File: src/rtl/commandTimers_config.svh
`ifndef COMMAND_TIMERS_CONFIG_SVH
`define COMMAND_TIMERS_CONFIG_SVH

// Width of one beat on the I/O command port
`define TIMER_DATA_WIDTH 16

// Number of timer cells behind the shared counter
`define TIMER_COUNT 8

// Prescale bit set gives 32x
`define TIMER_PRESCALE_SHIFT 5

// Wait field of the command word
`define TIMER_WAIT_BITS 27

`endif

File: src/rtl/commandTimersPkg.sv
`default_nettype none

`include "commandTimers_config.svh"

package commandTimersPkg;

    // Encoded as {isStore, cmdBit}
    typedef enum logic [1:0] {
        opCheck = 2'b00,
        opWait  = 2'b01,
        opClear = 2'b10,
        opSet   = 2'b11
    } timerOp_e;

    // Command word fields plus the opcode and destination captured with the high beat
    typedef struct packed {
        logic                            isStore;
        logic                            cmdBit;
        logic [$clog2(`TIMER_COUNT)-1:0] select;
        logic                            prescale;
        logic [`TIMER_WAIT_BITS-1:0]     waitTime;
        logic [3:0]                      regDest;
    } timerCmd_t;

    typedef struct packed {
        logic [3:0]  regDest;
        logic [31:0] data;
    } timerResult_t;

endpackage

`default_nettype wire

File: src/rtl/commandTimers.sv
`default_nettype none

`include "commandTimers_config.svh"

module commandTimers
    import commandTimersPkg::*;
(
    input  wire logic                         clk,
    input  wire logic                         arstN,
    input  wire logic                         ioInAck,
    output logic                              ioInReq,
    input  wire logic [3:0]                   minorOpcodeIn,
    input  wire logic [3:0]                   registerDestIn,
    input  wire logic [`TIMER_DATA_WIDTH-1:0] dataAddrIn,
    input  wire logic [`TIMER_DATA_WIDTH-1:0] dataIn,
    output logic      [`TIMER_COUNT-1:0]      timerOutAck,
    input  wire logic [`TIMER_COUNT-1:0]      timerOutReq,
    output timerResult_t                      resultOut [`TIMER_COUNT]
);

    localparam int selBits = $clog2(`TIMER_COUNT);
    localparam int padBits = 32 - `TIMER_WAIT_BITS;

    logic [31:0]             counter;
    logic [31:0]             scaledWait;
    logic [31:0]             deadline;
    logic                    cmdValid;
    logic                    cmdReady;
    timerCmd_t               cmd;
    timerOp_e                op;
    logic [`TIMER_COUNT-1:0] cellReq;
    logic [`TIMER_COUNT-1:0] cmdAccept;

    ioCommandInterface #(
        .dataWidth(`TIMER_DATA_WIDTH)
    ) i_ioCommandInterface (
        .clk           (clk),
        .arstN         (arstN),
        .ioInAck       (ioInAck),
        .ioInReq       (ioInReq),
        .minorOpcodeIn (minorOpcodeIn),
        .registerDestIn(registerDestIn),
        .dataAddrIn    (dataAddrIn),
        .dataIn        (dataIn),
        .cmdValid      (cmdValid),
        .cmdReady      (cmdReady),
        .cmd           (cmd)
    );

    // Free-running cycle counter shared by all cells
    always_ff @(posedge clk or negedge arstN) begin
        if (!arstN) begin
            counter <= '0;
        end else begin
            counter <= counter + 32'd1;
        end
    end

    // 32x keeps the top bits of a 27-bit wait inside 32 bits
    always_comb begin
        scaledWait = {{padBits{1'b0}}, cmd.waitTime};
        if (cmd.prescale) begin
            scaledWait = scaledWait << `TIMER_PRESCALE_SHIFT;
        end
    end

    assign deadline = counter + scaledWait;

    assign op = timerOp_e'({cmd.isStore, cmd.cmdBit});

    assign cmdReady = cellReq[cmd.select];

    for (genvar i = 0; i < `TIMER_COUNT; i++) begin : genTimer
        // Only the addressed cell sees the accept pulse
        assign cmdAccept[i] = cmdValid && cmdReady && (cmd.select == selBits'(i));

        timerCell i_timerCell (
            .clk        (clk),
            .arstN      (arstN),
            .counter    (counter),
            .deadlineIn (deadline),
            .cmdAccept  (cmdAccept[i]),
            .op         (op),
            .regDestIn  (cmd.regDest),
            .timerInReq (cellReq[i]),
            .timerOutAck(timerOutAck[i]),
            .timerOutReq(timerOutReq[i]),
            .resultOut  (resultOut[i])
        );
    end

endmodule

`default_nettype wire

File: src/rtl/ioCommandInterface.sv
`default_nettype none

`include "commandTimers_config.svh"

module ioCommandInterface
    import commandTimersPkg::*;
#(
    parameter int dataWidth = `TIMER_DATA_WIDTH
) (
    input  wire logic                 clk,
    input  wire logic                 arstN,
    input  wire logic                 ioInAck,
    output logic                      ioInReq,
    input  wire logic [3:0]           minorOpcodeIn,
    input  wire logic [3:0]           registerDestIn,
    input  wire logic [dataWidth-1:0] dataAddrIn,
    input  wire logic [dataWidth-1:0] dataIn,
    output logic                      cmdValid,
    input  wire logic                 cmdReady,
    output timerCmd_t                 cmd
);

    localparam int wordWidth = 32;
    localparam int bufCount = (dataWidth >= wordWidth) ? 1 : wordWidth / dataWidth;
    localparam int idxBits = (bufCount > 1) ? $clog2(bufCount) : 1;
    localparam int selBits = $clog2(`TIMER_COUNT);
    localparam int prescalePos = `TIMER_WAIT_BITS;
    localparam int selectLsb = `TIMER_WAIT_BITS + 1;
    localparam int cmdBitPos = wordWidth - 1;

    logic [dataWidth-1:0] beatBuf [bufCount];
    logic [idxBits-1:0]   beatIdx;
    logic [wordWidth-1:0] cmdWord;
    logic                 beatFire;
    logic                 lastBeat;
    logic                 cmdTaken;

    // No new beats while a command waits for its timer
    assign ioInReq = !cmdValid;

    assign beatFire = ioInAck && ioInReq;
    assign cmdTaken = cmdValid && cmdReady;

    // Low address bits pick the slot; a full-width port has just one
    assign beatIdx = (bufCount > 1) ? dataAddrIn[idxBits-1:0] : '0;
    assign lastBeat = (beatIdx == idxBits'(bufCount - 1));

    // Top slot comes straight from the completing beat
    always_comb begin
        cmdWord = '0;
        for (int i = 0; i < bufCount; i++) begin
            if (i == bufCount - 1) begin
                cmdWord[i*dataWidth +: dataWidth] = dataIn;
            end else begin
                cmdWord[i*dataWidth +: dataWidth] = beatBuf[i];
            end
        end
    end

    always_ff @(posedge clk) begin
        if (beatFire) begin
            beatBuf[beatIdx] <= dataIn;
        end
    end

    // Store bit and destination travel with the last beat
    always_ff @(posedge clk) begin
        if (beatFire && lastBeat) begin
            cmd.isStore  <= minorOpcodeIn[2];
            cmd.cmdBit   <= cmdWord[cmdBitPos];
            cmd.select   <= cmdWord[selectLsb +: selBits];
            cmd.prescale <= cmdWord[prescalePos];
            cmd.waitTime <= cmdWord[`TIMER_WAIT_BITS-1:0];
            cmd.regDest  <= registerDestIn;
        end
    end

    always_ff @(posedge clk or negedge arstN) begin
        if (!arstN) begin
            cmdValid <= 1'b0;
        end else if (beatFire && lastBeat) begin
            cmdValid <= 1'b1;
        end else if (cmdTaken) begin
            cmdValid <= 1'b0;
        end
    end

endmodule

`default_nettype wire

File: src/rtl/timerCell.sv
`default_nettype none

module timerCell
    import commandTimersPkg::*;
(
    input  wire logic        clk,
    input  wire logic        arstN,
    input  wire logic [31:0] counter,
    input  wire logic [31:0] deadlineIn,
    input  wire logic        cmdAccept,
    input  var  timerOp_e    op,
    input  wire logic [3:0]  regDestIn,
    output logic             timerInReq,
    output logic             timerOutAck,
    input  wire logic        timerOutReq,
    output timerResult_t     resultOut
);

    logic [31:0] deadline;
    logic [31:0] remaining;
    logic        armed;
    logic        busy;
    logic        waitPending;
    logic [3:0]  waitDest;
    logic        isStoreOp;
    logic        setAccept;
    logic        clearAccept;
    logic        checkAccept;
    logic        waitAccept;
    logic        waitDone;
    logic        resultTaken;

    // Upper half of the range counts as already passed
    assign remaining = deadline - counter;
    assign busy = armed && (remaining != '0) && !remaining[31];

    // Stores never stall; loads need an empty slot and no Wait in flight
    assign isStoreOp = (op == opSet) || (op == opClear);
    assign timerInReq = isStoreOp || (!timerOutAck && !waitPending);

    assign setAccept = cmdAccept && (op == opSet);
    assign clearAccept = cmdAccept && (op == opClear);
    assign checkAccept = cmdAccept && (op == opCheck);
    assign waitAccept = cmdAccept && (op == opWait);

    // A Clear drops busy, so a pending Wait finishes on its own
    assign waitDone = waitPending && !busy;
    assign resultTaken = timerOutAck && timerOutReq;

    always_ff @(posedge clk) begin
        if (setAccept) begin
            deadline <= deadlineIn;
        end
    end

    // Expired timers disarm so the compare never wraps back to busy
    always_ff @(posedge clk or negedge arstN) begin
        if (!arstN) begin
            armed <= 1'b0;
        end else if (setAccept) begin
            armed <= 1'b1;
        end else if (clearAccept || !busy) begin
            armed <= 1'b0;
        end
    end

    always_ff @(posedge clk or negedge arstN) begin
        if (!arstN) begin
            waitPending <= 1'b0;
        end else if (waitAccept) begin
            waitPending <= 1'b1;
        end else if (waitDone) begin
            waitPending <= 1'b0;
        end
    end

    always_ff @(posedge clk) begin
        if (waitAccept) begin
            waitDest <= regDestIn;
        end
    end

    // One-entry result slot
    always_ff @(posedge clk or negedge arstN) begin
        if (!arstN) begin
            timerOutAck <= 1'b0;
        end else if (checkAccept || waitDone) begin
            timerOutAck <= 1'b1;
        end else if (resultTaken) begin
            timerOutAck <= 1'b0;
        end
    end

    always_ff @(posedge clk) begin
        if (checkAccept) begin
            resultOut <= '{regDest: regDestIn, data: 32'(busy)};
        end else if (waitDone) begin
            resultOut <= '{regDest: waitDest, data: 32'd0};
        end
    end

endmodule

`default_nettype wire

File: config.mk
export PLATFORM = sky130hd
export DESIGN_NAME = commandTimers
export DESIGN_NICKNAME = d
export VERILOG_FILES = /design/src/rtl/commandTimersPkg.sv /design/src/rtl/commandTimers.sv /design/src/rtl/ioCommandInterface.sv /design/src/rtl/timerCell.sv
export VERILOG_INCLUDE_DIRS = /design/src /design/src/rtl
export SDC_FILE = /design/constraint.sdc
export NUM_CORES = 1
export LEC_CHECK = 0
export ABC_AREA = 1
export BUFFER_PORTS_ARGS = -buffer_cell sky130_fd_sc_hd__buf_4
export CAP_MARGIN = 10
export CORE_UTILIZATION = 30
export CTS_BUF_LIST = sky130_fd_sc_hd__clkbuf_16
export CTS_CLUSTER_SIZE = 10
export DETAILED_ROUTE_END_ITERATION = 7
export GPL_TIMING_DRIVEN = 0
export HOLD_SLACK_MARGIN = 0.1
export PLACE_DENSITY = 0.45
export SYNTH_ARGS = -nofsm -noshare
export SYNTH_HDL_FRONTEND = slang
export SYNTH_SLANG_ARGS = --single-unit
File: constraint.sdc
create_clock -name clk -period 3.3 [get_ports clk]
set_clock_uncertainty 0.05 [all_clocks]
set_input_delay 0.495 -clock clk [delete_from_list [all_inputs] [get_ports clk]]
set_output_delay 0.495 -clock clk [all_outputs]
set_load 0.02 [all_outputs]
### Word level (Yosys, flattened, before mapping)

Memories as Yosys holds them, arrays and structs flattened. A register that Yosys moved wholly into a read port is not among the register bits.
Cells that the tools add are included.

* bits in registers: 422
* RAM bits: 32
* bits of input ports: 51
* output and inout port bits: 297
* logic and storage cells: 341
* memories: 1

* add/sub/neg operators: 10
* magnitude comparators: 1
* equal/unequal tests: 10
* mux-type cells: 71
* reductions and logical operators: 184

Memory list
* i_ioCommandInterface.beatBuf: depth 2, bits a word 16, rd ports 1, clocked after memory_dff 1, write ports 1, line ioCommandInterface.sv:31 `logic [dataWidth-1:0] beatBuf [bufCount];`

Operators by type and width (count)
* 36-bit two-way mux: 16
* 32-bit nonzero test: 8
* 32-bit subtractor: 8
* 1-bit logical AND: 83
* 2-bit nonzero test: 33
* 1-bit two-way mux: 53
* 1-bit zero test: 33
* 32-bit by 1-bit adder with 32-bit output (second input constant): 1
* 32-bit adder: 1
* 32-bit two-way mux: 1
* 1-bit logical OR: 25
* 3-bit == test (second input constant): 4
* 3-bit by 2-bit == test with 1-bit output (second input constant): 2
* 2-bit == test (second input constant): 2
* 3-bit by 4-bit less-than comparator with 1-bit output (second input constant): 1
* 1-bit binary-select mux with 3-bit select: 1
* 3-bit by 1-bit == test with 1-bit output (second input constant): 1
* 3-bit zero test: 1
* 2-bit by 1-bit == test with 1-bit output (second input constant): 1
* 2-bit zero test: 1

### Depth between registers and ports, before layout

* depth after elaboration: 11
* gate-level depth with buffers: 21

### Cells and area by module

Synthesis repeated with hierarchy kept, for this count alone.

* cells, all modules: 6215
* area, all modules: 41036.9 um^2

By module, submodules not included
* timerCell at genTimer[3].i_timerCell ...: instances 5, cells each 675, area each 4401.7 um^2, seq. area each 1306.3 um^2
* timerCell at genTimer[0].i_timerCell ...: instances 3, cells each 669, area each 4340.4 um^2, seq. area each 1306.3 um^2
* commandTimers: instances 1, cells each 771, area each 4349.2 um^2, seq. area each 800.8 um^2
* ioCommandInterface: instances 1, cells each 62, area each 1657.8 um^2, seq. area each 1616.6 um^2

### Least setup slack after synthesis

OpenSTA, ideal clock, no wires.

* path type: register -> register
* start: register i_ioCommandInterface.cmd[32] (netlist name)
* end: register genTimer[7].i_timerCell.deadline[0] (enable)
* data arrival time: 2.711 ns
* data required time: 2.828 ns
* setup slack: 0.117 ns
* cell stages (with the launch flop): 12
* path buffers: 0
* path through: edfxtp_1 -> nand2_1 -> inv_1 -> o21ai_0 -> nand3_1 -> o221ai_1 -> nand2_1 -> nor2_1 -> inv_1 -> nor2_1 -> inv_1 -> nor2_1

* word-level cells in the longest chain between the ends: 5

RTL lines
* 1-bit binary-select mux with 3-bit select: line commandTimers.sv:71 `assign cmdReady = cellReq[cmd.select];`
* 1-bit two-way mux (not written as such): line commandTimers.sv:71
* 1-bit logical AND: line commandTimers.sv:75 `assign cmdAccept[i] = cmdValid && cmdReady && (cmd.select == selBits'(i));`
* 1-bit logical AND (*): line commandTimers.sv:75
* 1-bit logical AND (*): line timerCell.sv:41 `assign setAccept = cmdAccept && (op == opSet);`
* via genTimer[7].i_timerCell.setAccept: line timerCell.sv:26 `logic setAccept;`
* end signal: assignment: line timerCell.sv:52 `deadline <= deadlineIn;`
* end: declaration: line timerCell.sv:19 `logic [31:0] deadline;`

The timed path passes the listed nets; every way through them passes the cells marked *. The select of a mux whose other input is x is not followed.
A chain may end at the register's enable or synchronous reset.

### Worst setup path in the final report

* start: register counter[0]
* end: register genTimer[1].i_timerCell.resultOut[32] (netlist name)

* word-level cells in the longest chain between the ends: 7

RTL lines
* start: declaration: line commandTimers.sv:24 `logic [31:0] counter;`
* start signal: assignment: line commandTimers.sv:55 `counter <= counter + 32'd1;`
* 32-bit subtractor (*): line timerCell.sv:34 `assign remaining = deadline - counter;`
* 32-bit nonzero test: line timerCell.sv:35 `assign busy = armed && (remaining != '0) && !remaining[31];`
* 1-bit logical AND: line timerCell.sv:35
* 1-bit logical AND (*): line timerCell.sv:35
* 1-bit zero test (*): line timerCell.sv:47 `assign waitDone = waitPending && !busy;`
* 1-bit logical AND (*): line timerCell.sv:47
* 2-bit nonzero test (no source line) (*)

Every way passes the cells marked *; elsewhere a longest branch is shown, timed or not.

==> impl_results.md <==
* Status: finished with violations
* CP Depth at 20
* Syn Inst Count at 5391
* Routability cong. at 0.911
* Post-Route M1 WL at 65400 microns
* Avg WL per Cell at 18.1 microns
* Post-route insts no fill at 7765
* Critical Path AT at 3.67 ns
* Fraction of layout cells with a size suffix above 1 at 0.250
* Initial core utilization at 0.302
* Crit path to: genTimer[1].i_timerCell.resultOut[32]$_DFFE_PP_
* Clk slew on worst S/H paths at 0.06 ns
* Final hold vios at 0
* Crit path max fanout at 5
* Largest net degree at the start of global routing at 58
* Worst Tran Pin Value at 1.16 ns
* Critical Path RT at 3.63 ns
* Rows at 129
* Post-route minimum period at 3.34 ns
* DRT iter0 DRCs at 2639
* Total grt overflow at 0
* Mean post-synth cell area at 6.94 sq um
* Seq/Total Area, Yosys at 0.344
* Rel. slew slack at 0.225
* Max rail drop VDD at 0.000379 V
* PnR worst setup slack at -0.0400 ns
* H-tree depth at 2
* Power per cell area at 259 nW/um^2
* CP cell instances: buf_12 > buf_4 > buf_6 > ha_4 > fa_2 > inv_2 > nand3_2 > nand3_4 > nand3_4 > nand3_4 > nand3_4 > nand3_1 > nand2_1 > nor2_2 > nand2_2 > nor2_4 > nand2_4 > nand2_4 > nand2_4 > nand2_4
* IO buf count at 81
* Hold Crit Start: dataAddrIn[0]
* Worst setup EP type: flip-flop
* Worst-skew pair later-pin latency at 0.67 ns
* Critical path class: reg2reg
* CP top delay family: simple AND/OR/NAND/NOR gates
* Main synth FF type: edfxtp_1
* Number of max-cap violations at 0
* Drc violations at 174
* Antenna violations before repair at 19
* WL final at 140000 microns
* Met2 WL at 60100 microns
* Vias in the first global route at 33200
* Ys Warns at 0
* FF+latch count, synth at 438
* Final Cycle Share at 1.01
* Chip width at 355 microns
* Leakage at 24.2 nW
* Global-route wire length before repair at 205000 microns
* Final setup fails at 7
* Vias/cell at 4.62
* Die H at 355 microns
* Unique cell type count in the Yosys netlist at 51
* Slowest cell on crit path: dfrtp_4
* Critical R2R Launch: counter[0]$_DFF_PN0_
* HP Class: in2reg
* Clock buffer depth at 3
* Reg-to-reg slack, setup at -0.04 ns
* Most common cell after layout, fill and taps aside: nand2_1
* Die ar. at 126000 sq um
* WP buf/inv at 4
* Cell Area, Synth at 37400 sq um
* CTS root buf: clkbuf_16
* # IOs at 348
* Critical Path Start: counter[0]$_DFF_PN0_
* Final core utilization at 0.405
* GRT Util Overall at 0.217
* Fmax at 299 MHz
* Design Power at 0.0130 W
* Async SR Flop Fraction at 0.130
* Area added between synthesis and finish at 33.9%
* Count of pins over their slew limit at 0
* Routed length on met3 at 8570 microns
* Max stage delay on crit path at 0.53 ns
* Post-DP HPWL at 106000 microns
* Cells after DPL at 7391
* DR top layer: met5
* Final ANT Viol Nets at 0
* CTS tree: yes
* # clock sinks at 438
* RSZ-0062 raised after global routing: true
* 1st-pass router iterations at 8
* Post-synth EDFFs at 381
* R2R depth at 20
* Crit path launch type: flip-flop
* Total number of vias at 35900
* Fin nets at 6418
* Failing checks: DRC, setup timing
* Commonest cells after routing, fill and taps aside: nand2_1 (1623), inv_1 (874), buf_4 (506)
* Num CTS Buffers at 54
* Critical R2R Capture: genTimer[1].i_timerCell.resultOut[32]$_DFFE_PP_
* Core area at 124000 sq um
==> power breakdown <==
part           total (W)  switching [W]  internal, W
registers        0.00611      0.0000291      0.00608
logic            0.00131       0.000817     0.000497
clock network    0.00558        0.00249      0.00309
total             0.0130        0.00334      0.00966
==> area by class of cell <==
type                    instances  area, sq um
clock buffers                  55         1380
diodes                          6         15.0
clock inverters                45          264
multi-input cells            4030        24000
inverters                     897         3490
fillers                     12800        73700
plain buffers                 272         2020
well taps                    1637         2050
flip-flops and latches        438        12900
repair buffers                385         4050
==> sequential cells by signal (all words and copies together), names as in the netlist, 16 cells and up <==
signal                          count
genTimer.i_timerCell.waitDest      32
genTimer.i_timerCell.deadline     256
counter                            32
i_ioCommandInterface.cmd           37
genTimer.i_timerCell.resultOut     40
i_ioCommandInterface.beatBuf       16
==> kinds of logic after synthesis <==
family | count (synthesis) | synth area share
AO/OA/AOI/OAI | 484 | 0.0707
XOR/XNOR | 105 | 0.0246
adder cells (fa/ha/maj) | 289 | 0.0984
buffers and inverters | 1170 | 0.143
flip-flops | 438 | 0.344
other | 1 | 0.000100
AND/OR/NAND/NOR | 2904 | 0.319
==> synth_stat cells (all sizes together) (21+ instances only) <==
library cell | number | area (sq um)
a21oi | 270 | 1390
buf | 266 | 1970
dfrtp | 57 | 1430
edfxtp | 381 | 11400
ha | 280 | 3500
inv | 896 | 3360
nand2 | 1841 | 7010
nand3 | 322 | 1630
nand3b | 21 | 158
nand4 | 60 | 394
nor2 | 562 | 2170
nor3 | 70 | 360
o21ai | 136 | 688
o21bai | 40 | 300
xnor2 | 35 | 307
xor2 | 70 | 613
==> metrics by stage <==
stage                     setup WS, ns  hold WS, ns  cell area (sq um)  setup TNS [ns]
after CTS                       -0.136        0.209              47600           -1.57
after global placement           -3.31        0.353              41000         -860.34
final                          -0.0400        0.242              50100          -0.216
after floorplan                  0.117        0.149              38400               0
after global routing            -0.177        0.231              50100           -4.28
after detailed placement         -2.22        0.355              42100         -323.89
==> worst min path at each step <==
stage | end | cells past startpoint
6_report | i_ioCommandInterface.beatBuf[0][14]$_DFFE_PP_ | 3
5_1_grt | i_ioCommandInterface.beatBuf[0][12]$_DFFE_PP_ | 3
3_5_place_dp | i_ioCommandInterface.cmd[14]$_DFFE_PP_ | 0
3_3_place_gp | i_ioCommandInterface.cmd[19]$_DFFE_PP_ | 0
4_1_cts | i_ioCommandInterface.beatBuf[0][14]$_DFFE_PP_ | 3
2_1_floorplan | counter[0]$_DFF_PN0_ | 0
==> layer usage <==
metal / global-route usage / vias to the layer above
met1: 0.304 / 16500
met4: 0.0844 / 2
met5: 0 / -
li1: - / 18100
met2: 0.336 / 1040
met3: 0.0303 / 216
==> worst min-delay path, cell delays in order <==
cell and delay (ns):
buf_4 0.09, nor2_2 0.04, buf_8 0.15
==> timing repair <==
action / CTS / global route
endpoints found under the hold margin: 103 / 0
endpoints found under the setup margin: 422 / 229
pin swaps: 78 / 151
hold buffers: 32 / 0
gates resized for setup: 452 / 522
setup buffers: 175 / 62
No activity file was read; power rests on OpenSTA's default activity.
